**src/cpu_macros.svh**
```systemverilog
`ifndef CPU_MACROS_SVH
`define CPU_MACROS_SVH

// Memory word-address widths
`define IMEM_AW 8
`define DMEM_AW 8

// -------------------------------------------------------------------------
// Opcodes and R-type function codes
`define OP_RTYPE 6'h00
`define OP_J     6'h02
`define OP_BEQ   6'h04
`define OP_BNE   6'h05
`define OP_ADDIU 6'h09
`define OP_LW    6'h23
`define OP_SW    6'h2B

`define FN_ADDU 6'h21
`define FN_SUBU 6'h23
`define FN_AND  6'h24
`define FN_OR   6'h25
`define FN_SLT  6'h2A

// -------------------------------------------------------------------------
// ALU operations
`define ALU_ADD 3'd0
`define ALU_SUB 3'd1
`define ALU_AND 3'd2
`define ALU_OR  3'd3
`define ALU_SLT 3'd4

// Serial port, compared against the low half of the byte address
`define SERIAL_ADDR 16'hFFFC

`endif

```
**src/cpuPkg.sv**
```systemverilog
`include "cpu_macros.svh"

package cpuPkg;

	// Data path and instruction word
	typedef logic [31:0] word_t;

	// Register number in the 32-entry file
	typedef logic [4:0] regAddr_t;

	typedef logic [2:0] aluOp_t;

	// Word addresses into the two memories
	typedef logic [`IMEM_AW-1:0] imemAddr_t;
	typedef logic [`DMEM_AW-1:0] dmemAddr_t;

	// One byte on the serial output
	typedef logic [7:0] serialByte_t;

endpackage

```
**src/pipeIf.sv**
```systemverilog
// ID/EX pipeline register contents
interface idExIf;
	logic              valid;
	cpuPkg::aluOp_t    aluOp;
	logic              useImm;
	logic              memRead;
	logic              memWrite;
	logic              regWrite;
	logic              isBranch;
	logic              branchOnEqual;
	logic              isJump;
	cpuPkg::word_t     rsData;
	cpuPkg::word_t     rtData;
	cpuPkg::regAddr_t  rs;
	cpuPkg::regAddr_t  rt;
	cpuPkg::regAddr_t  dest;
	cpuPkg::word_t     imm;
	cpuPkg::word_t     pcPlus4;
	cpuPkg::word_t     jumpTarget;

	modport producer (
		output valid, aluOp, useImm, memRead, memWrite, regWrite, isBranch,
			branchOnEqual, isJump, rsData, rtData, rs, rt, dest, imm, pcPlus4, jumpTarget
	);
	modport consumer (
		input valid, aluOp, useImm, memRead, memWrite, regWrite, isBranch,
			branchOnEqual, isJump, rsData, rtData, rs, rt, dest, imm, pcPlus4, jumpTarget
	);
endinterface


```
**src/decodeStage.sv**
```systemverilog
`include "cpu_macros.svh"

module decodeStage (
	input  logic             clock,
	input  logic             i_rst,
	input  cpuPkg::word_t    i_instr,
	input  cpuPkg::word_t    i_pcPlus4,
	input  logic             i_valid,
	input  logic             i_redirect,
	input  logic             i_wbWrite,
	input  cpuPkg::regAddr_t i_wbDest,
	input  cpuPkg::word_t    i_wbData,
	output logic             o_stall,
	idExIf.producer          idEx
);

	cpuPkg::word_t    regFile [32];
	cpuPkg::regAddr_t rs;
	cpuPkg::regAddr_t rt;
	cpuPkg::regAddr_t dest;
	cpuPkg::aluOp_t   aluOp;
	cpuPkg::word_t    rsData;
	cpuPkg::word_t    rtData;
	logic [5:0]       opcode;
	logic [5:0]       funct;
	logic             useRs;
	logic             useRt;
	logic             useImm;
	logic             memRead;
	logic             memWrite;
	logic             regWrite;
	logic             isBranch;
	logic             branchOnEqual;
	logic             isJump;

	assign opcode = i_instr[31:26];
	assign funct  = i_instr[5:0];
	assign rs     = i_instr[25:21];
	assign rt     = i_instr[20:16];

	always_comb begin
		aluOp         = `ALU_ADD;
		useRs         = 1'b1;
		useRt         = 1'b0;
		useImm        = 1'b1;
		memRead       = 1'b0;
		memWrite      = 1'b0;
		regWrite      = 1'b0;
		isBranch      = 1'b0;
		branchOnEqual = 1'b0;
		isJump        = 1'b0;
		dest          = rt;
		case (opcode)
			`OP_RTYPE: begin
				useRt    = 1'b1;
				useImm   = 1'b0;
				dest     = i_instr[15:11];
				regWrite = 1'b1;
				case (funct)
					`FN_ADDU: aluOp = `ALU_ADD;
					`FN_SUBU: aluOp = `ALU_SUB;
					`FN_AND:  aluOp = `ALU_AND;
					`FN_OR:   aluOp = `ALU_OR;
					`FN_SLT:  aluOp = `ALU_SLT;
					default:  regWrite = 1'b0;
				endcase
			end
			`OP_ADDIU: regWrite = 1'b1;
			`OP_LW: begin
				memRead  = 1'b1;
				regWrite = 1'b1;
			end
			`OP_SW: begin
				useRt    = 1'b1;
				memWrite = 1'b1;
			end
			`OP_BEQ, `OP_BNE: begin
				useRt         = 1'b1;
				isBranch      = 1'b1;
				branchOnEqual = (opcode == `OP_BEQ);
			end
			`OP_J: begin
				useRs  = 1'b0;
				isJump = 1'b1;
			end
			default: useRs = 1'b0;
		endcase
	end

	// -------------------------------------------------------------------------
	// Register file with writeback passing straight through
	always_ff @(posedge clock) begin
		if (i_rst) begin
			for (int i = 0; i < 32; i++)
				regFile[i] <= '0;
		end else if (i_wbWrite && i_wbDest != '0) begin
			regFile[i_wbDest] <= i_wbData;
		end
	end

	assign rsData = (rs == '0) ? '0 : (i_wbWrite && i_wbDest == rs) ? i_wbData : regFile[rs];
	assign rtData = (rt == '0) ? '0 : (i_wbWrite && i_wbDest == rt) ? i_wbData : regFile[rt];

	// Load in EX feeding this instruction
	assign o_stall = i_valid && idEx.valid && idEx.memRead && idEx.dest != '0
		&& ((useRs && idEx.dest == rs) || (useRt && idEx.dest == rt));

	// -------------------------------------------------------------------------
	// ID/EX register
	always_ff @(posedge clock) begin
		if (i_rst || i_redirect || o_stall || !i_valid) begin
			idEx.valid    <= 1'b0;
			idEx.memRead  <= 1'b0;
			idEx.memWrite <= 1'b0;
			idEx.regWrite <= 1'b0;
			idEx.isBranch <= 1'b0;
			idEx.isJump   <= 1'b0;
		end else begin
			idEx.valid    <= 1'b1;
			idEx.memRead  <= memRead;
			idEx.memWrite <= memWrite;
			idEx.regWrite <= regWrite;
			idEx.isBranch <= isBranch;
			idEx.isJump   <= isJump;
		end
	end

	always_ff @(posedge clock) begin
		idEx.aluOp         <= aluOp;
		idEx.useImm        <= useImm;
		idEx.branchOnEqual <= branchOnEqual;
		idEx.rsData        <= rsData;
		idEx.rtData        <= rtData;
		idEx.rs            <= rs;
		idEx.rt            <= rt;
		idEx.dest          <= dest;
		idEx.imm           <= {{16{i_instr[15]}}, i_instr[15:0]};
		idEx.pcPlus4       <= i_pcPlus4;
		idEx.jumpTarget    <= {i_pcPlus4[31:28], i_instr[25:0], 2'b00};
	end

	// A load in EX is never also a branch or jump
	assert property (@(posedge clock) disable iff (i_rst) !(o_stall && i_redirect));
	// Fetch drops its slot on a redirect
	assert property (@(posedge clock) disable iff (i_rst) i_redirect |=> !i_valid);

endmodule

```
**src/flat_wrapper.sv**
```systemverilog
// flat-port wrapper written by rule: the top's interface ports become plain ports
module decodeStage_flat 
  (clock, i_rst, i_instr, i_pcPlus4, i_valid, i_redirect, i_wbWrite, i_wbDest, i_wbData, o_stall, idEx_valid, idEx_aluOp, idEx_useImm, idEx_memRead, idEx_memWrite, idEx_regWrite, idEx_isBranch, idEx_branchOnEqual, idEx_isJump, idEx_rsData, idEx_rtData, idEx_rs, idEx_rt, idEx_dest, idEx_imm, idEx_pcPlus4, idEx_jumpTarget);
  idExIf idEx_i ();
  input  logic clock;
  input  logic i_rst;
  input  cpuPkg::word_t i_instr;
  input  cpuPkg::word_t i_pcPlus4;
  input  logic i_valid;
  input  logic i_redirect;
  input  logic i_wbWrite;
  input  cpuPkg::regAddr_t i_wbDest;
  input  cpuPkg::word_t i_wbData;
  output logic o_stall;
  output wire logic [$bits(idEx_i.valid)-1:0] idEx_valid;
  output wire logic [$bits(idEx_i.aluOp)-1:0] idEx_aluOp;
  output wire logic [$bits(idEx_i.useImm)-1:0] idEx_useImm;
  output wire logic [$bits(idEx_i.memRead)-1:0] idEx_memRead;
  output wire logic [$bits(idEx_i.memWrite)-1:0] idEx_memWrite;
  output wire logic [$bits(idEx_i.regWrite)-1:0] idEx_regWrite;
  output wire logic [$bits(idEx_i.isBranch)-1:0] idEx_isBranch;
  output wire logic [$bits(idEx_i.branchOnEqual)-1:0] idEx_branchOnEqual;
  output wire logic [$bits(idEx_i.isJump)-1:0] idEx_isJump;
  output wire logic [$bits(idEx_i.rsData)-1:0] idEx_rsData;
  output wire logic [$bits(idEx_i.rtData)-1:0] idEx_rtData;
  output wire logic [$bits(idEx_i.rs)-1:0] idEx_rs;
  output wire logic [$bits(idEx_i.rt)-1:0] idEx_rt;
  output wire logic [$bits(idEx_i.dest)-1:0] idEx_dest;
  output wire logic [$bits(idEx_i.imm)-1:0] idEx_imm;
  output wire logic [$bits(idEx_i.pcPlus4)-1:0] idEx_pcPlus4;
  output wire logic [$bits(idEx_i.jumpTarget)-1:0] idEx_jumpTarget;
  assign idEx_valid = idEx_i.valid;
  assign idEx_aluOp = idEx_i.aluOp;
  assign idEx_useImm = idEx_i.useImm;
  assign idEx_memRead = idEx_i.memRead;
  assign idEx_memWrite = idEx_i.memWrite;
  assign idEx_regWrite = idEx_i.regWrite;
  assign idEx_isBranch = idEx_i.isBranch;
  assign idEx_branchOnEqual = idEx_i.branchOnEqual;
  assign idEx_isJump = idEx_i.isJump;
  assign idEx_rsData = idEx_i.rsData;
  assign idEx_rtData = idEx_i.rtData;
  assign idEx_rs = idEx_i.rs;
  assign idEx_rt = idEx_i.rt;
  assign idEx_dest = idEx_i.dest;
  assign idEx_imm = idEx_i.imm;
  assign idEx_pcPlus4 = idEx_i.pcPlus4;
  assign idEx_jumpTarget = idEx_i.jumpTarget;
  decodeStage u_core (.clock(clock), .i_rst(i_rst), .i_instr(i_instr), .i_pcPlus4(i_pcPlus4), .i_valid(i_valid), .i_redirect(i_redirect), .i_wbWrite(i_wbWrite), .i_wbDest(i_wbDest), .i_wbData(i_wbData), .o_stall(o_stall), .idEx(idEx_i));
endmodule
```
**config.mk**
```make
export PLATFORM = sky130hd
export DESIGN_NAME = decodeStage_flat
export DESIGN_NICKNAME = d
export VERILOG_FILES = /design/src/cpuPkg.sv /design/src/pipeIf.sv /design/src/decodeStage.sv /design/src/flat_wrapper.sv
export VERILOG_INCLUDE_DIRS = /design/src
export SDC_FILE = /design/constraint.sdc
export NUM_CORES = 2
export LEC_CHECK = 0
export BUFFER_PORTS_ARGS = -buffer_cell sky130_fd_sc_hd__buf_2
export CAP_MARGIN = 15
export CORE_MARGIN = 1.5
export CORE_UTILIZATION = 35
export CTS_CLUSTER_SIZE = 28
export DETAILED_ROUTE_END_ITERATION = 10
export GPL_TIMING_DRIVEN = 0
export MAX_ROUTING_LAYER = met4
export PLACE_DENSITY = 0.55
export SYNTH_ARGS = -nofsm -noshare
export SYNTH_HDL_FRONTEND = slang
export SYNTH_SLANG_ARGS = --single-unit
export TNS_END_PERCENT = 100
```
**constraint.sdc**
```tcl
create_clock -name clock -period 2.3 [get_ports clock]
set_clock_uncertainty 0.1 [all_clocks]
set_input_delay 0.345 -clock clock [delete_from_list [all_inputs] [get_ports clock]]
set_output_delay 0.345 -clock clock [all_outputs]
set_load 0.05 [all_outputs]
```
==> flow_metrics.tcl <==
set metrics [dict create \
    ys_warn_count 0 \
    timing.critical_path.from "u_core.idEx.dest[4]" \
    hpwl_mm 161 \
    final_layout_size_suffix_gt1_share_pct 31.1 \
    finalNetCount 4506 \
    grt_pass1_wl_mm 309 \
    io_buffers 288 \
    grt_max_degree 33 \
    synthArstFlopShare_pct 0 \
    die-area_um2 169000 \
    wl_per_cell_um 34.5 \
    drtPass1Iterations 6 \
    ys_seq_area_share_pct 57.4 \
    clock.fmax_mhz 397 \
    die_y_um 411 \
    syn_area_um2 58400 \
    hold_ws_ps 74.0 \
    num_rows 149 \
    core_um2 165000 \
    hold_viol 0 \
    rsz0062_at_grt "true" \
    arrival_ps 2070 \
    synth_flop_cell "edfxtp_1" \
    grt.overflow.total 0 \
    cp-start-kind "register" \
    ant_nets 0 \
    ir_drop_v 0.000844 \
    start_util_pct 35.3 \
    finalCritPeriodShare_pct 109 \
    clockBufferDepth 3 \
    syn_area_per_cell_um2 15.3 \
    ys_types 48 \
    clk_latency_ps 810 \
    worstMarginPinSlew_ps 1130 \
    p_leak_uw 0.0241 \
    fin_crit_ps 2520 \
    cts_tree "done" \
    final_max_slew_viol_count 0 \
    htreeDepth 4 \
    cts.sinks 1162 \
    r2r_start "u_core.regFile[31][30]" \
    rrSetupSlack_ps 90 \
    dp_slack_ps -1320 \
    rr_endpoint "u_core.idEx.rsData[30]" \
    syn_inst 3814 \
    powerDensity_nw_per_um2 789 \
    wirelength_mm 231 \
    crit_end "o_stall" \
    syn_to_final_growth_pct 18.3 \
    rr_worst_depth 5 \
    cp_max_fo 4 \
    path_clk_slew_ps 60 \
    cts_buffers 137 \
    grt_pass1_vias 38200 \
    dieWidth_um 411 \
    vias 39400 \
    drt_iter0_drc 5533 \
    setup_slack_ps -218 \
    hp-class "in -> reg" \
    clock-root-buffer "clkbuf_16" \
    antenna_found_initial 25 \
    worstSetupEndpointType "primary output" \
    yosys_register_bits 1162 \
    finalSetupViolations 88 \
    violations "setup timing" \
    cap_violations 0 \
    outcome "finished, violations left" \
    ios 293 \
    grtUsageTotal_pct 27.6 \
    vias_per_cell 5.87 \
    path_class "reg -> out" \
    place_congestion 0.982 \
    synth_edf_count 1024 \
    cp_data_required_time_ps 1860 \
    drc 0 \
    max_slew_margin_pct 24.8 \
]
==> cell usage in the layout, fill, tap and decap left out, drive strengths merged, types with 48 or more instances in the layout <==
cell / synthesis / routed
o21ai: 63 / 63
mux2i: 71 / 71
nand2: 80 / 80
mux4: 510 / 510
o211ai: 62 / 62
and2: 994 / 994
o22ai: 124 / 124
buf: 160 / 455
edfxtp: 1024 / 1024
clkbuf: 289 / 482
dlygate4sd3: 0 / 102
or2: 34 / 48
mux2: 67 / 67
dfxtp: 138 / 138
o2111a: 62 / 62
==> worst max-delay path, stage by stage, from the launching register on <==
cell,delay [ps]
dfxtp_2,380
xnor2_1,130
nand3_1,120
nor3_2,200
o221a_2,270
buf_8,160
==> power by group <==
group	total [uW]	switching (uW)	internal, uW
Combinational	7910	5120	2790
Sequential	24800	572	24200
Clock	21800	9340	12500
==> synth_stat cells (2+ instances only) <==
cell | n | area [um2]
o22ai_1 | 124 | 776
mux4_2 | 510 | 11500
nand2_1 | 80 | 300
nor2_1 | 45 | 169
or2_2 | 34 | 213
o31ai_1 | 2 | 15.0
buf_1 | 16 | 60.1
mux2_2 | 67 | 754
and3b_1 | 3 | 26.3
nand3_1 | 8 | 40.0
buf_4 | 72 | 541
nor2b_1 | 5 | 31.3
nor3_1 | 9 | 45.0
nand2b_1 | 9 | 56.3
clkbuf_1 | 289 | 1080
o2111a_1 | 62 | 698
xor2_1 | 13 | 114
xnor2_1 | 8 | 70.1
o21ai_0 | 41 | 205
nor4_1 | 6 | 37.5
a32o_1 | 2 | 20.0
nor3b_1 | 3 | 22.5
buf_2 | 61 | 305
and2_1 | 994 | 6220
o21ai_1 | 22 | 110
o211ai_1 | 62 | 465
edfxtp_1 | 1024 | 30700
a21boi_1 | 2 | 15.0
buf_6 | 11 | 124
dfxtp_1 | 138 | 2760
nor4_2 | 2 | 25.0
mux2i_1 | 71 | 711
a21oi_1 | 4 | 20.0
==> timing repair <==
action / CTS / global route
endpoints found under the hold margin: 153 / 0
endpoints found under the setup margin: 1016 / 617
cloned: 9 / 5
pin swaps: 6 / 4
setup buffers: 1 / 0
gates resized for setup: 157 / 101
hold buffers: 102 / 0
==> flip-flops by register name (all words and copies together), names as in the netlist, 3 cells and up <==
signal	flops
u_core.idEx.pcPlus4	32
u_core.idEx.rtData	32
u_core.idEx.rsData	32
u_core.regFile	1024
u_core.idEx.jumpTarget	3
u_core.idEx.rt	4
u_core.idEx.imm	15
u_core.idEx.dest	5
u_core.idEx.aluOp	3
u_core.idEx.rs	4
==> metrics by stage <==
| step | cell area (um2) | std cells | utilization, % | total power, uW | setup TNS [ps] |
|---|---|---|---|---|---|
| 2_1_floorplan | 58500 | 3847 | - | 29600 | 0 |
| 3_5_place_dp | 62900 | 6335 | 38.0 | 32600 | -1651280 |
| 3_3_place_gp | 62700 | 6324 | 37.9 | 32500 | -1705960 |
| 6_report | 69100 | 6717 | 41.8 | 54500 | -3750 |
| 4_1_cts | 68800 | 6692 | 41.6 | 54400 | -351 |
| 5_1_grt | 69100 | 6707 | 41.8 | 55600 | -499 |
==> layer usage <==
layer  up-vias  part of all wire (%)  GRT usage (%)  wire, um
met5         -                     0              -         0
met3       511                    11           6.82     25100
met2      2560                    44           39.9    102000
met4         0                   5.4           13.4     12600
met1     20500                    40           36.3     92200
li1      15800                     -              -         -
==> area by class of cell <==
cell class | count | area, um2
antenna | 20 | 50.0
buffer | 447 | 2340
clock buffer | 190 | 3850
clock inverter | 57 | 573
fill | 15100 | 96300
multi-input combinational | 2250 | 23300
sequential | 1162 | 33500
tap | 2189 | 2740
timing repair buffer | 402 | 2680
==> cells by family after synthesis <==
kind of cell,synth area share [%]
buffers and inverters,3.62
other,0.00642
muxes,22.2
xor gates and xnor gates,0.315
DFF,57.4
and+or+nand+nor,12.4
AOI/OAI and AO/OA,4.09
==> how the worst min path moves through the flow <==
stage | start | endpoint | slack [ps] | cells past startpoint
2_1_floorplan | i_instr[0] | u_core.idEx.imm[0] | 270 | 0
4_1_cts | i_pcPlus4[28] | u_core.idEx.pcPlus4[28] | 10 | 2
6_report | i_pcPlus4[28] | u_core.idEx.pcPlus4[28] | 70 | 2
3_5_place_dp | i_pcPlus4[4] | u_core.idEx.pcPlus4[4] | 350 | 1
5_1_grt | i_pcPlus4[21] | u_core.idEx.pcPlus4[21] | 60 | 2
3_3_place_gp | i_pcPlus4[2] | u_core.idEx.pcPlus4[2] | 350 | 1
(Power assumes the default switching activity.)
