<file path="src/cpu_macros.svh">
`ifndef CPU_MACROS_SVH
`define CPU_MACROS_SVH

// Memory word-address widths
`define IMEM_AW 8
`define DMEM_AW 8

// -------------------------------------------------------------------------
// Opcodes and R-type function codes
`define OP_RTYPE 6'h00
`define OP_J     6'h02
`define OP_BEQ   6'h04
`define OP_BNE   6'h05
`define OP_ADDIU 6'h09
`define OP_LW    6'h23
`define OP_SW    6'h2B

`define FN_ADDU 6'h21
`define FN_SUBU 6'h23
`define FN_AND  6'h24
`define FN_OR   6'h25
`define FN_SLT  6'h2A

// -------------------------------------------------------------------------
// ALU operations
`define ALU_ADD 3'd0
`define ALU_SUB 3'd1
`define ALU_AND 3'd2
`define ALU_OR  3'd3
`define ALU_SLT 3'd4

// Serial port, compared against the low half of the byte address
`define SERIAL_ADDR 16'hFFFC

`endif

</file>
<file path="src/cpuPkg.sv">
`include "cpu_macros.svh"

package cpuPkg;

	// Data path and instruction word
	typedef logic [31:0] word_t;

	// Register number in the 32-entry file
	typedef logic [4:0] regAddr_t;

	typedef logic [2:0] aluOp_t;

	// Word addresses into the two memories
	typedef logic [`IMEM_AW-1:0] imemAddr_t;
	typedef logic [`DMEM_AW-1:0] dmemAddr_t;

	// One byte on the serial output
	typedef logic [7:0] serialByte_t;

endpackage

</file>
<file path="src/pipeIf.sv">
// ID/EX pipeline register contents
interface idExIf;
	logic              valid;
	cpuPkg::aluOp_t    aluOp;
	logic              useImm;
	logic              memRead;
	logic              memWrite;
	logic              regWrite;
	logic              isBranch;
	logic              branchOnEqual;
	logic              isJump;
	cpuPkg::word_t     rsData;
	cpuPkg::word_t     rtData;
	cpuPkg::regAddr_t  rs;
	cpuPkg::regAddr_t  rt;
	cpuPkg::regAddr_t  dest;
	cpuPkg::word_t     imm;
	cpuPkg::word_t     pcPlus4;
	cpuPkg::word_t     jumpTarget;

	modport producer (
		output valid, aluOp, useImm, memRead, memWrite, regWrite, isBranch,
			branchOnEqual, isJump, rsData, rtData, rs, rt, dest, imm, pcPlus4, jumpTarget
	);
	modport consumer (
		input valid, aluOp, useImm, memRead, memWrite, regWrite, isBranch,
			branchOnEqual, isJump, rsData, rtData, rs, rt, dest, imm, pcPlus4, jumpTarget
	);
endinterface

// EX/MEM pipeline register contents
interface exMemIf;
	logic              valid;
	logic              memRead;
	logic              memWrite;
	logic              regWrite;
	cpuPkg::regAddr_t  dest;
	cpuPkg::word_t     aluResult;
	cpuPkg::word_t     storeData;

	modport producer (output valid, memRead, memWrite, regWrite, dest, aluResult, storeData);
	modport consumer (input valid, memRead, memWrite, regWrite, dest, aluResult, storeData);
	// Read back by execute for MEM forwarding
	modport fwd (input valid, memRead, regWrite, dest, aluResult);
endinterface

</file>
<file path="src/executeStage.sv">
`include "cpu_macros.svh"

module executeStage (
	input  logic             clock,
	input  logic             i_rst,
	input  logic             i_wbWrite,
	input  cpuPkg::regAddr_t i_wbDest,
	input  cpuPkg::word_t    i_wbData,
	output logic             o_redirect,
	output cpuPkg::word_t    o_target,
	idExIf.consumer          idEx,
	exMemIf.producer         exMem,
	exMemIf.fwd              exMemFwd
);

	cpuPkg::word_t opA;
	cpuPkg::word_t opB;
	cpuPkg::word_t aluB;
	cpuPkg::word_t aluResult;

	// MEM result first, then WB data, else the value read in decode
	function automatic cpuPkg::word_t pickOperand(
		input cpuPkg::regAddr_t src,
		input cpuPkg::word_t    regVal
	);
		if (src == '0)
			return regVal;
		if (exMemFwd.valid && exMemFwd.regWrite && !exMemFwd.memRead && exMemFwd.dest == src)
			return exMemFwd.aluResult;
		if (i_wbWrite && i_wbDest == src)
			return i_wbData;
		return regVal;
	endfunction

	always_comb begin
		opA = pickOperand(idEx.rs, idEx.rsData);
		opB = pickOperand(idEx.rt, idEx.rtData);
	end

	// -------------------------------------------------------------------------
	// ALU
	assign aluB = idEx.useImm ? idEx.imm : opB;

	always_comb begin
		case (idEx.aluOp)
			`ALU_ADD: aluResult = opA + aluB;
			`ALU_SUB: aluResult = opA - aluB;
			`ALU_AND: aluResult = opA & aluB;
			`ALU_OR:  aluResult = opA | aluB;
			`ALU_SLT: aluResult = {31'b0, $signed(opA) < $signed(aluB)};
			default:  aluResult = '0;
		endcase
	end

	// Branch taken when the compare matches the BEQ/BNE sense
	assign o_redirect = idEx.valid && (idEx.isJump
		|| (idEx.isBranch && ((opA == opB) == idEx.branchOnEqual)));
	assign o_target = idEx.isJump ? idEx.jumpTarget : idEx.pcPlus4 + {idEx.imm[29:0], 2'b00};

	// -------------------------------------------------------------------------
	// EX/MEM register
	always_ff @(posedge clock) begin
		if (i_rst || !idEx.valid) begin
			exMem.valid    <= 1'b0;
			exMem.memRead  <= 1'b0;
			exMem.memWrite <= 1'b0;
			exMem.regWrite <= 1'b0;
		end else begin
			exMem.valid    <= 1'b1;
			exMem.memRead  <= idEx.memRead;
			exMem.memWrite <= idEx.memWrite;
			exMem.regWrite <= idEx.regWrite;
		end
	end

	always_ff @(posedge clock) begin
		exMem.dest      <= idEx.dest;
		exMem.aluResult <= aluResult;
		exMem.storeData <= opB;
	end

endmodule

</file>
<file path="src/flat_wrapper.sv">
// flat-port wrapper written by rule: the top's interface ports become plain ports
module executeStage_flat 
  (clock, i_rst, i_wbWrite, i_wbDest, i_wbData, o_redirect, o_target, idEx_valid, idEx_aluOp, idEx_useImm, idEx_memRead, idEx_memWrite, idEx_regWrite, idEx_isBranch, idEx_branchOnEqual, idEx_isJump, idEx_rsData, idEx_rtData, idEx_rs, idEx_rt, idEx_dest, idEx_imm, idEx_pcPlus4, idEx_jumpTarget, exMem_valid, exMem_memRead, exMem_memWrite, exMem_regWrite, exMem_dest, exMem_aluResult, exMem_storeData, exMemFwd_valid, exMemFwd_memRead, exMemFwd_regWrite, exMemFwd_dest, exMemFwd_aluResult);
  idExIf idEx_i ();
  exMemIf exMem_i ();
  exMemIf exMemFwd_i ();
  input  logic clock;
  input  logic i_rst;
  input  logic i_wbWrite;
  input  cpuPkg::regAddr_t i_wbDest;
  input  cpuPkg::word_t i_wbData;
  output logic o_redirect;
  output cpuPkg::word_t o_target;
  input wire logic [$bits(idEx_i.valid)-1:0] idEx_valid;
  input wire logic [$bits(idEx_i.aluOp)-1:0] idEx_aluOp;
  input wire logic [$bits(idEx_i.useImm)-1:0] idEx_useImm;
  input wire logic [$bits(idEx_i.memRead)-1:0] idEx_memRead;
  input wire logic [$bits(idEx_i.memWrite)-1:0] idEx_memWrite;
  input wire logic [$bits(idEx_i.regWrite)-1:0] idEx_regWrite;
  input wire logic [$bits(idEx_i.isBranch)-1:0] idEx_isBranch;
  input wire logic [$bits(idEx_i.branchOnEqual)-1:0] idEx_branchOnEqual;
  input wire logic [$bits(idEx_i.isJump)-1:0] idEx_isJump;
  input wire logic [$bits(idEx_i.rsData)-1:0] idEx_rsData;
  input wire logic [$bits(idEx_i.rtData)-1:0] idEx_rtData;
  input wire logic [$bits(idEx_i.rs)-1:0] idEx_rs;
  input wire logic [$bits(idEx_i.rt)-1:0] idEx_rt;
  input wire logic [$bits(idEx_i.dest)-1:0] idEx_dest;
  input wire logic [$bits(idEx_i.imm)-1:0] idEx_imm;
  input wire logic [$bits(idEx_i.pcPlus4)-1:0] idEx_pcPlus4;
  input wire logic [$bits(idEx_i.jumpTarget)-1:0] idEx_jumpTarget;
  output wire logic [$bits(exMem_i.valid)-1:0] exMem_valid;
  output wire logic [$bits(exMem_i.memRead)-1:0] exMem_memRead;
  output wire logic [$bits(exMem_i.memWrite)-1:0] exMem_memWrite;
  output wire logic [$bits(exMem_i.regWrite)-1:0] exMem_regWrite;
  output wire logic [$bits(exMem_i.dest)-1:0] exMem_dest;
  output wire logic [$bits(exMem_i.aluResult)-1:0] exMem_aluResult;
  output wire logic [$bits(exMem_i.storeData)-1:0] exMem_storeData;
  input wire logic [$bits(exMemFwd_i.valid)-1:0] exMemFwd_valid;
  input wire logic [$bits(exMemFwd_i.memRead)-1:0] exMemFwd_memRead;
  input wire logic [$bits(exMemFwd_i.regWrite)-1:0] exMemFwd_regWrite;
  input wire logic [$bits(exMemFwd_i.dest)-1:0] exMemFwd_dest;
  input wire logic [$bits(exMemFwd_i.aluResult)-1:0] exMemFwd_aluResult;
  assign idEx_i.valid = idEx_valid;
  assign idEx_i.aluOp = idEx_aluOp;
  assign idEx_i.useImm = idEx_useImm;
  assign idEx_i.memRead = idEx_memRead;
  assign idEx_i.memWrite = idEx_memWrite;
  assign idEx_i.regWrite = idEx_regWrite;
  assign idEx_i.isBranch = idEx_isBranch;
  assign idEx_i.branchOnEqual = idEx_branchOnEqual;
  assign idEx_i.isJump = idEx_isJump;
  assign idEx_i.rsData = idEx_rsData;
  assign idEx_i.rtData = idEx_rtData;
  assign idEx_i.rs = idEx_rs;
  assign idEx_i.rt = idEx_rt;
  assign idEx_i.dest = idEx_dest;
  assign idEx_i.imm = idEx_imm;
  assign idEx_i.pcPlus4 = idEx_pcPlus4;
  assign idEx_i.jumpTarget = idEx_jumpTarget;
  assign exMem_valid = exMem_i.valid;
  assign exMem_memRead = exMem_i.memRead;
  assign exMem_memWrite = exMem_i.memWrite;
  assign exMem_regWrite = exMem_i.regWrite;
  assign exMem_dest = exMem_i.dest;
  assign exMem_aluResult = exMem_i.aluResult;
  assign exMem_storeData = exMem_i.storeData;
  assign exMemFwd_i.valid = exMemFwd_valid;
  assign exMemFwd_i.memRead = exMemFwd_memRead;
  assign exMemFwd_i.regWrite = exMemFwd_regWrite;
  assign exMemFwd_i.dest = exMemFwd_dest;
  assign exMemFwd_i.aluResult = exMemFwd_aluResult;
  executeStage u_core (.clock(clock), .i_rst(i_rst), .i_wbWrite(i_wbWrite), .i_wbDest(i_wbDest), .i_wbData(i_wbData), .o_redirect(o_redirect), .o_target(o_target), .idEx(idEx_i), .exMem(exMem_i), .exMemFwd(exMemFwd_i));
endmodule
</file>
<file path="config.mk">
export PLATFORM = sky130hd
export DESIGN_NAME = executeStage_flat
export DESIGN_NICKNAME = d
export VERILOG_FILES = /design/src/cpuPkg.sv /design/src/pipeIf.sv /design/src/executeStage.sv /design/src/flat_wrapper.sv
export VERILOG_INCLUDE_DIRS = /design/src
export SDC_FILE = /design/constraint.sdc
export NUM_CORES = 1
export LEC_CHECK = 0
export ABC_AREA = 1
export BUFFER_PORTS_ARGS = -buffer_cell sky130_fd_sc_hd__buf_2
export CAP_MARGIN = 40
export CORE_MARGIN = 8
export CORE_UTILIZATION = 29
export CTS_CLUSTER_SIZE = 28
export DETAILED_ROUTE_END_ITERATION = 7
export GPL_TIMING_DRIVEN = 0
export PLACE_DENSITY = 0.54
export REMOVE_ABC_BUFFERS = 1
export SLEW_MARGIN = 10
export SYNTH_ARGS = -nofsm -noshare
export SYNTH_HDL_FRONTEND = slang
export SYNTH_SLANG_ARGS = --single-unit
</file>
<file path="constraint.sdc">
create_clock -name clock -period 5.1 [get_ports clock]
set_input_delay 1.53 -clock clock [delete_from_list [all_inputs] [get_ports clock]]
set_output_delay 1.53 -clock clock [all_outputs]
set_load 0.01 [all_outputs]
</file>
==> results of run 1 <==
-- state kept, by name, summed over array words and instances (netlist names) --
| register | flops |
|---|---|
| u_core.exMem.aluResult | 32 |
| u_core.exMem.storeData | 32 |
| u_core.exMem.dest | 5 |
| u_core.exMem.memRead | 1 |
| u_core.exMem.memWrite | 1 |
| u_core.exMem.regWrite | 1 |
| u_core.exMem.valid | 1 |
-- through the flow --
| step | total power [mW] | TNS (ns) | instances | hold slack [ns] | utilization [%] |
|---|---|---|---|---|---|
| after floorplan | 1.62 | -17.55 | 2165 | 1.56 | - |
| after global placement | 2.19 | -166.03 | 3075 | 1.63 | 34.4 |
| after detailed placement | 2.21 | -80.78 | 3091 | 1.63 | 35.2 |
| after CTS | 3.09 | -0.708 | 3210 | 1.24 | 41.1 |
| after global routing | 3.40 | -5.08 | 3232 | 1.25 | 42.6 |
| final | 3.18 | -0.856 | 3233 | 1.26 | 42.6 |
-- where the power goes --
group          total, mW  internal [mW]  switching [mW]
Combinational       1.91          0.728            1.18
Sequential         0.646          0.629          0.0166
Clock              0.626          0.339           0.287
-- worst paths after layout --
kind / from / end / slack (ns) / cells past startpoint
setup / recovery: idEx_rs[3] / o_redirect / -0.38 / 25
hold / removal: idEx_dest[0] / u_core.exMem.dest[0] / 1.26 / 1
-- kinds of logic (layout without fill, tap and decap cells) --
logic type / count (synthesis) / after routing / synth area share, %
buffers and inverters: 414 / 855 / 13.4
DFF: 73 / 73 / 11.9
xor gates and xnor gates: 8 / 8 / 0.572
and+or+nand+nor: 1158 / 1162 / 39.0
AOI/OAI and AO/OA: 463 / 463 / 21.8
adders and majority gates: 128 / 128 / 13.3
other: 0 / 5 / 0
-- Yosys cell counts, types with 2 or more instances --
cell type	count
inv_2	26
nor4_4	2
nand3_2	3
o2111ai_1	18
o21ai_2	9
clkbuf_1	57
xor2_1	4
a21o_1	11
inv_1	308
nand2_1	620
nand2_4	2
nand3_1	90
ha_1	125
o211ai_1	6
buf_6	6
dfxtp_1	73
buf_2	11
o21a_1	8
o21ai_1	53
nor3_1	17
o21ai_0	143
o221ai_1	4
nor4_1	4
a21boi_0	33
a221oi_1	6
a31oi_1	19
a21oi_1	138
o311ai_0	2
o31ai_1	3
a211oi_1	2
nand4_1	16
fa_1	3
nand2_2	11
buf_4	4
nor2_2	20
nand3b_1	2
or2_2	28
xnor2_1	4
nor2_1	339
o21bai_1	7
-- cell type report --
cell class	count	area, sq um	area share (%)
antenna	5	12.5	0.0701
clock buffer	12	246	1.38
clock inverter	3	17.5	0.0982
inverter	335	1300	7.30
multi-input combinational	1761	10500	58.8
sequential	73	1460	8.19
tap	539	674	3.78
timing repair buffer	503	3610	20.3
timing repair inverter	2	17.5	0.0982
-- metal layers --
metal	vias up	global-route usage [%]	routed length [um]
met4	0	10.2	2740
met1	7565	31.9	27800
li1	8094	-	-
met2	692	43.3	30500
met3	130	4.11	4470
met5	-	0	0
-- what timing repair did --
action / 4_1_cts / 5_1_grt
setup buffers: 89 / 19
gates cloned: 15 / 0
pin swaps: 90 / 83
endpoints found under the setup margin: 53 / 36
gates resized for setup: 335 / 158
-- critical path, stage by stage --
cell     delay [ns]
buf_12         0.09
inv_4          0.03
nand2_2        0.07
nand2_2        0.07
nor2_4         0.15
nand3_4        0.12
buf_16         0.16
nand2_8        0.14
nand2_8        0.10
buf_8          0.16
buf_6          0.12
nand2_4        0.06
inv_2          0.03
nor2_2         0.11
nand2_1        0.06
nand2_1        0.07
nand2_2        0.06
nor2_2         0.12
nand2_1        0.08
nor2_1         0.11
nand2_1        0.08
nand2_1        0.07
nand3_2        0.07
a21oi_2        0.12
buf_2          0.15
==> key figures, run 1 <==
Route
  – Post-DRT Antenna Nets: 0
  – Via count: ~16,000
  – DR pass1 iterations: 6
  – Overall routed net length: 65,600 um
  – Via density: about 5
  – First-iteration detailed-routing DRC count: 1,127
  – DRC viols: 0
  – DR WL/cell: 20.3 um

Synth
  – Syn Area/Cell: 5.46 sq um
  – Synth area leader: nand2_1
  – EDFF count, synth: 0
  – Post-synth top area share: 19.0%
  – Sequential fraction of the synthesis area: 11.9%
  – Mapped Area: 0.0122 sq mm
  – Prevailing post-synth register cell: dfxtp_1
  – Mapped Cells: 2,244
  – Async SR Flop Fraction: 0%
  – Synth Register Bits: 73
  – Netlist cell types: 47
  – YS warnings: 0
  – Area contributors post-synth: nand2_1 (19%), ha_1 (13%), dfxtp_1 (12%)

CTS
  – CTS tree: built
  – CTS buffer count: 9
  – H-tree depth: 3
  – Clock slew at reported path FFs: 0.06 ns
  – Max clock buf depth: 2
  – Post-CTS Hold Buffers: 0
  – Clock Tree Root: clkbuf_16
  – Clk sink count: 73

Cells and area
  – Fin area: 0.0178 sq mm
  – Layout cells sized above 1: around 34%
  – Commonest non-fill, non-tap cell in the layout: nand2_1
  – Final net count: about 3,100
  – Layout area overhead: 45.7%
  – Filler cells: 4,577
  – Commonest non-fill, non-tap cells in the layout: nand2_1 (526), buf_2 (347), nor2_1 (310)

Worst setup path
  – Crit path capture type: output pin
  – Critical path launch point type: input port
  – Critical Path AT: 3.95 ns
  – Setup Crit Path Kind: input port to output pin
  – Worst Path Max Fanout: 6
  – Required time worst endpoint: about 3.6 ns

Timing
  – Hold Fails Final Rpt: 0
  – Fin crit share: 107%
  – Crit path time final: 5.48 ns
  – Max Freq: 182 MHz
  – Min setup slack post-route: -0.381 ns
  – RSZ-0062 raised after global routing: yes
  – Setup violators final: 12
  – Slew headroom: 49.5%
  – Slew Limit Fails: 0
  – Worst-margin pin slew: 0.758 ns

Run
  – Max-Cap Viols: 0

Status
  – Violated checks: negative setup slack
  – Status: finished, violations left

Placement
  – Buffers added on ports: about 370
  – Routability cong.: 0.894
  – DPL Wire Length: 48,400 um
  – Placed Area: 0.0147 sq mm
  – Pre-CTS WS: -2.85 ns

Global route
  – Initial antenna violation count: 4
  – Largest net degree at the start of global routing: 40
  – Grt ovf: 0
  – Tot GR Track Use: about 26%
  – First-pass GRT wire length: 97,000 um
  – Vias in the first global route: 16,300

Floorplanning
  – Core Rows: 75
  – Total die area: 0.0491 sq mm
  – Die Wd: 221 um
  – Die Height: 221 um
  – Core area: 0.0419 sq mm
  – Starting Density: 29.3%
  – # IOs: 372

Power and ir drop
  – Max VDD drop: 0.000133 V
  – Leak pwr: 9.54 nW
  – P per Cell Area: 178 mW/mm^2

Worst hold path
  – Worst min path class: input port to register
No activity file was read; power rests on OpenSTA's default activity.
==> run 2: changes to the inputs <==
--- a/config.mk
+++ b/config.mk
@@ -6,7 +6,6 @@
 export SDC_FILE = /design/constraint.sdc
 export NUM_CORES = 1
 export LEC_CHECK = 0
-export ABC_AREA = 1
 export BUFFER_PORTS_ARGS = -buffer_cell sky130_fd_sc_hd__buf_2
 export CAP_MARGIN = 40
 export CORE_MARGIN = 8
@@ -14,7 +13,7 @@
 export CTS_CLUSTER_SIZE = 28
 export DETAILED_ROUTE_END_ITERATION = 7
 export GPL_TIMING_DRIVEN = 0
-export PLACE_DENSITY = 0.54
+export PLACE_DENSITY = 0.55
 export REMOVE_ABC_BUFFERS = 1
 export SLEW_MARGIN = 10
 export SYNTH_ARGS = -nofsm -noshare
==> run 2 against run 1 <==
Against the previous run: the run still ends with negative setup slack left; core utilization increased by 4.4 points; die area decreased by 14%; cell count decreased by 27%; setup slack got worse by 0.80 ns; clock power increased by 10%; critical path type unchanged.
==> key figures, run 2 <==
Status
  – Status: finished, violations left
  – Violated checks: negative setup slack

CTS
  – CTS tree: built
  – Clock slew at reported path FFs: 0.06 ns
  – H-tree depth: 3
  – Post-CTS Hold Buffers: 0
  – Clk sink count: 73
  – CTS buffer count: 9
  – Clock Tree Root: clkbuf_16
  – Max clock buf depth: 2

Timing
  – Crit path time final: 6.28 ns
  – Min setup slack post-route: -1.18 ns
  – Setup violators final: 41
  – Max Freq: 159 MHz
  – Hold Fails Final Rpt: 0
  – RSZ-0062 raised after global routing: yes
  – Slew Limit Fails: 0
  – Worst-margin pin slew: 0.987 ns
  – Slew headroom: 34.0%
  – Fin crit share: 123%

Synth
  – YS warnings: 0
  – EDFF count, synth: 0
  – Most frequent cell after synthesis: nand2_1
  – Sequential fraction of the synthesis area: 14.1%
  – Netlist cell types: 67
  – Synth area leader: ha_1
  – Most instantiated cells after synthesis: nand2_1 (153), ha_1 (125), inv_1 (117)
  – Mapped Area: 0.0104 sq mm
  – Prevailing post-synth register cell: dfxtp_1
  – Combinational family with the most area after synthesis: compound AO/OA/AOI/OAI gates
  – Post-synthesis compound-gate area fraction: 27.8%
  – Syn Area/Cell: 7.16 sq um
  – Simple-gate portion of the synthesized area: 20.8%
  – Async SR Flop Fraction: 0%
  – XOR/XNOR share of the synthesized area: 8.69%
  – Post-Synth Adder-Cell Area: 15.6%
  – Mapped Cells: 1,451
  – Area contributors post-synth: ha_1 (15%), dfxtp_1 (14%), xnor2_1 (6.1%)
  – Synth Register Bits: 73
  – Post-synth top area share: between 10% and 20%
  – Mux share of post-synthesis cell area: 4.90%

Power and ir drop
  – Max VDD drop: 0.000182 V
  – Combinational cell fraction of total power: 59.9%
  – Clk pwr share: between 20 and 25%
  – Sw Ratio: 42.6%
  – Tot Pwr: 3.33 mW
  – P per Cell Area: 200 mW/mm^2
  – Sequential share of power: between 10% and 20%
  – Leak pwr: approximately 8 nW
  – Power Internal: 1.91 mW
  – Switching power: 1.42 mW

Placement
  – Placed instance count: 2,209
  – Routability cong.: between 0.9 and 1
  – Pre-CTS WS: -2.60 ns
  – Placed Area: approximately 0.013 sq mm
  – Buffers added on ports: about 370
  – DPL Wire Length: 39,700 um

Worst setup path
  – Worst Path Max Fanout: 6
  – CP max stage cell: or4_1
  – Slowest Stage Delay on Critical Path: 0.51 ns
  – Crit path cell chain: buf_8 > xor2_2 > nor4_4 > nand3_4 > buf_16 > a22o_4 > buf_8 > a211o_4 > inv_4 > xnor2_4 > nor4_4 > nand4_1 > or4_1 > o211ai_1 > buf_2
  – Critical Path AT: 4.75 ns
  – Buffer and inverter count on the worst path: 5
  – Required time worst endpoint: 3.57 ns
  – Worst path top cell family by delay: simple AND/OR/NAND/NOR gates
  – Crit path capture type: output pin
  – Critical path launch point type: input port
  – Setup Crit Path Kind: input port to output pin

Cells and area
  – Layout cells sized above 1: 44.9%
  – Fin util: between 40% and 50%
  – Commonest non-fill, non-tap cells in the layout: buf_2 (350), nand2_1 (149), buf_4 (109)
  – Commonest non-fill, non-tap cell in the layout: buf_2
  – Largest regs: u_core.exMem.aluResult: 32 flops, u_core.exMem.storeData: 32 flops, u_core.exMem.dest: 5 flops
  – Layout Cells excl Fill: 2,372
  – Final net count: between 2,000 and 2,500
  – Fin area: 0.0166 sq mm
  – Layout area overhead: 60.2%

Worst hold path
  – Worst min path class: input port to register

Floorplanning
  – Core area: 0.0354 sq mm
  – Core Rows: roughly 70
  – Total die area: 0.0421 sq mm
  – Die Height: around 200 um
  – # IOs: 372
  – Die Wd: 205 um
  – Starting Density: 29.3%

Route
  – Post-DRT Antenna Nets: 0
  – Overall routed net length: 54,000 um
  – Via density: around 5.4
  – First-iteration detailed-routing DRC count: 786
  – DR WL/cell: 22.8 um
  – DR pass1 iterations: 5
  – Via count: 12,800
  – DRC viols: 0

Global route
  – Grt ovf: 0
  – Tot GR Track Use: 23.9%
  – Initial antenna violation count: 4
  – Vias in the first global route: 12,700
  – Largest net degree at the start of global routing: 72
  – First-pass GRT wire length: 77,200 um

Run
  – Max-Cap Viols: 0
-- run 2: final timing paths --
kind | start | endpoint | slack (ns) | cells past startpoint
setup / recovery | i_wbDest[1] | o_redirect | -1.18 | 15
hold / removal | idEx_dest[4] | u_core.exMem.dest[4] | 1.27 | 1
-- run 2: routing by layer --
layer | GRT usage [%] | vias to the layer above | wire length, um
met4 | 8.73 | 2 | 2130
met5 | 0 | - | 10
met3 | 4.82 | 96 | 4020
met2 | 40.9 | 584 | 25400
met1 | 29.3 | 6095 | 22400
li1 | - | 6072 | -
-- run 2: area by class of cell --
type | count | area, sq um
Antenna cell | 6 | 15.0
Clock buffer | 9 | 225
Clock inverter | 7 | 78.8
Fill cell | 3463 | 18800
Inverter | 131 | 500
Multi-Input combinational cell | 1163 | 10300
Sequential cell | 73 | 1460
Tap cell | 461 | 577
Timing Repair Buffer | 522 | 3490
-- run 2: cells by family after synthesis --
family | count (synthesis)
adders and majority gates | 128
DFF | 73
AOI/OAI and AO/OA | 423
xor gates and xnor gates | 103
buffers and inverters | 218
and+or+nand+nor | 460
muxes | 46
-- run 2: through the flow --
step                      setup TNS [ns]  hold slack, ns
after detailed placement          -66.49            1.63
after global routing              -25.28            1.26
after CTS                         -12.45            1.26
after global placement           -405.62            1.63
after floorplan                   -94.65            1.56
final                             -17.86            1.27
-- run 2: power groups by stage --
stage / Clock, mW / Combinational [mW] / Sequential [mW]
4_1_cts: 0.714 / 1.77 / 0.645
3_3_place_gp: 0 / 1.41 / 0.656
2_1_floorplan: 0 / 0.854 / 0.685
5_1_grt: 0.733 / 2.14 / 0.651
6_report: 0.691 / 2.00 / 0.645
3_5_place_dp: 0 / 1.42 / 0.657
-- run 2: what timing repair did --
action / in CTS / in global routing
cloned: 3 / 0
buffers inserted: 92 / 57
endpoints found under the setup margin: 49 / 45
pin swaps: 118 / 130
gates resized for setup: 339 / 160
==> run 3: changes to the inputs <==
--- a/config.mk
+++ b/config.mk
@@ -12,9 +12,9 @@
 export CORE_UTILIZATION = 29
 export CTS_CLUSTER_SIZE = 28
 export DETAILED_ROUTE_END_ITERATION = 7
-export GPL_TIMING_DRIVEN = 0
 export PLACE_DENSITY = 0.55
 export REMOVE_ABC_BUFFERS = 1
+export SKIP_LAST_GASP = 1
 export SLEW_MARGIN = 10
 export SYNTH_ARGS = -nofsm -noshare
 export SYNTH_HDL_FRONTEND = slang
==> run 3 against run 2 <==
Against the previous run: the run still ends with negative setup slack left; non-clock buffer count grew 335; critical path depth grew 1; via count grew 9.0%; sequential power is essentially flat; clock power shrank 9.7%; cell count grew 14%; combinational power grew 13%; flip-flop and latch count is the same; count of clock-buffer cells in the layout grew 1; setup slack lost 0.057 ns; total power grew 6.3%; critical endpoint unchanged.
==> key figures, run 3 (synthesis results as in run 2) <==
CTS
  – Post-CTS Hold Buffers: 0
  – Clk sink count: 73
  – Max clock buf depth: 2
  – Clock slew at reported path FFs: 0.06 ns
  – Clock Tree Root: clkbuf_16
  – CTS tree: built
  – H-tree depth: 3
  – CTS buffer count: 9

Cells and area
  – Layout cells sized above 1: 50.6%
  – Final net count: roughly 2,600
  – Commonest non-fill, non-tap cell in the layout: buf_4
  – Commonest non-fill, non-tap cells in the layout: buf_4 (443), buf_2 (357), nand2_1 (148)
  – Layout area overhead: 78.7%
  – Largest regs: u_core.exMem.aluResult: 32 flops, u_core.exMem.storeData: 32 flops, u_core.exMem.dest: 5 flops
  – Fin util: a little over half

Timing
  – Worst hold margin: 1.27 ns
  – Max Freq: 158 MHz
  – Post-route setup TNS: -19.38 ns
  – RSZ-0062 raised after global routing: yes
  – Crit path time final: 6.34 ns
  – Slew headroom: a little over two fifths
  – Worst-margin pin slew: 0.868 ns
  – Fin crit share: 124%
  – Hold Fails Final Rpt: 0
  – Setup violators final: 41
  – Min setup slack post-route: -1.24 ns
  – Slew Limit Fails: 0

Floorplanning
  – # IOs: 372
  – Die Height: between 200 and 250 um
  – Total die area: 0.0421 sq mm
  – Core Rows: 69
  – Starting Density: 29.3%
  – Die Wd: 205 um
  – Core area: 0.0354 sq mm

Worst setup path
  – Crit path capture type: output pin
  – Critical Path AT: 4.81 ns
  – Required time worst endpoint: 3.57 ns
  – Setup Crit Path Kind: input port to output pin
  – Worst Path Max Fanout: 6
  – Critical path launch point type: input port

Global route
  – Largest net degree at the start of global routing: 111
  – First-pass GRT wire length: 82,200 um
  – Grt ovf: 0
  – Initial antenna violation count: 6
  – Tot GR Track Use: between 20 and 30%
  – Vias in the first global route: 14,300

Power and ir drop
  – Tot Pwr: 3.54 mW
  – Leak pwr: 9.34 nW
  – Max VDD drop: 0.000162 V
  – P per Cell Area: 191 mW/mm^2

Route
  – DRC viols: 0
  – Via density: 5.19
  – DR pass1 iterations: 7
  – Overall routed net length: 57,000 um
  – Via count: 14,000
  – First-iteration detailed-routing DRC count: 771
  – DR WL/cell: 21.1 um
  – Post-DRT Antenna Nets: 0

Run
  – Max-Cap Viols: 0

Status
  – Violated checks: negative setup slack
  – Status: finished, violations left

Worst hold path
  – WHS Endpoint: u_core.exMem.dest[2]
  – Worst min path class: input port to register
  – HP Start: idEx_dest[2]
  – Cells on Worst Hold Path: 1

Placement
  – Routability cong.: 0.946
  – DPL Wire Length: approximately 46,000 um
  – Buffers added on ports: 371
  – Pre-CTS WS: -1.45 ns
==> run 3: changes by cell type in the layout (fill, tap and decap cells not counted), sizes merged, moves of 2 or more <==
| cell | before | now |
|---|---|---|
| clkinvlp | 0 | 3 |
| diode | 6 | 3 |
| inv | 126 | 124 |
| clkbuf | 10 | 13 |
| buf | 521 | 854 |
==> run 3: what timing repair did <==
item / CTS / global route
pin swaps: 133 / 153
setup endpoints to repair: 46 / 46
gates cloned: 2 / 4
resized for setup: 244 / 125
endpoints found under the hold margin: 0 / 0
setup buffers: 52 / 28
==> run 3: through the flow <==
stage                     cells  instance area [sq um]
final                      2701                  18500
after global routing       2701                  18500
after CTS                  2678                  17700
after detailed placement   2619                  15800
after global placement     2619                  15800
after floorplan            1364                  10000
==> run 3: critical path, cell delays in order <==
cell and delay [ns]:
buf_6 0.10, xor2_1 0.16, nor4_1 0.31, nand3_1 0.19, buf_4 0.18, a21boi_4 0.17, buf_6 0.17, buf_12 0.14
buf_8 0.13, o221ai_4 0.13, xnor2_2 0.17, nor4_4 0.32, nand4_1 0.15, or4_4 0.54, o211ai_1 0.18, buf_2 0.21
==> run 3: layout make-up <==
cell class,count,area [sq um]
Antenna cell,3,7.51
Inverter,131,494
Sequential cell,73,1460
Clock inverter,6,45.0
Multi-Input combinational cell,1160,9790
Clock buffer,10,229
Timing Repair Buffer,857,5940
Tap cell,461,577
Fill cell,3497,16800
==> run 3: report_power, final <==
group	total [mW]	leakage (nW)	switching [mW]	internal [mW]
combinational	2.27	8.60	1.14	1.13
clock	0.624	0.125	0.293	0.331
sequential	0.647	0.612	0.0189	0.628
==> run 3: layer usage <==
layer,up-vias,track usage (%),share of wire [%]
met2,509,45.7,49
met1,6668,29.1,40
met4,6,8.76,3.5
li1,6724,-,-
met3,100,5.04,7.2
met5,-,0,0.082
==> run 3: worst max-delay path by stage <==
stage	startpoint	slack (ns)	depth (start not counted)	end
3_3_place_gp	idEx_rt[4]	-1.42	15	o_redirect
4_1_cts	idEx_rt[0]	-1.12	18	o_redirect
3_5_place_dp	idEx_rt[2]	-1.45	21	u_core.exMem.aluResult[31]
5_1_grt	i_wbDest[2]	-1.33	16	o_redirect
2_1_floorplan	idEx_rt[4]	-3.27	18	u_core.exMem.aluResult[20]
6_report	i_wbDest[2]	-1.24	16	o_redirect
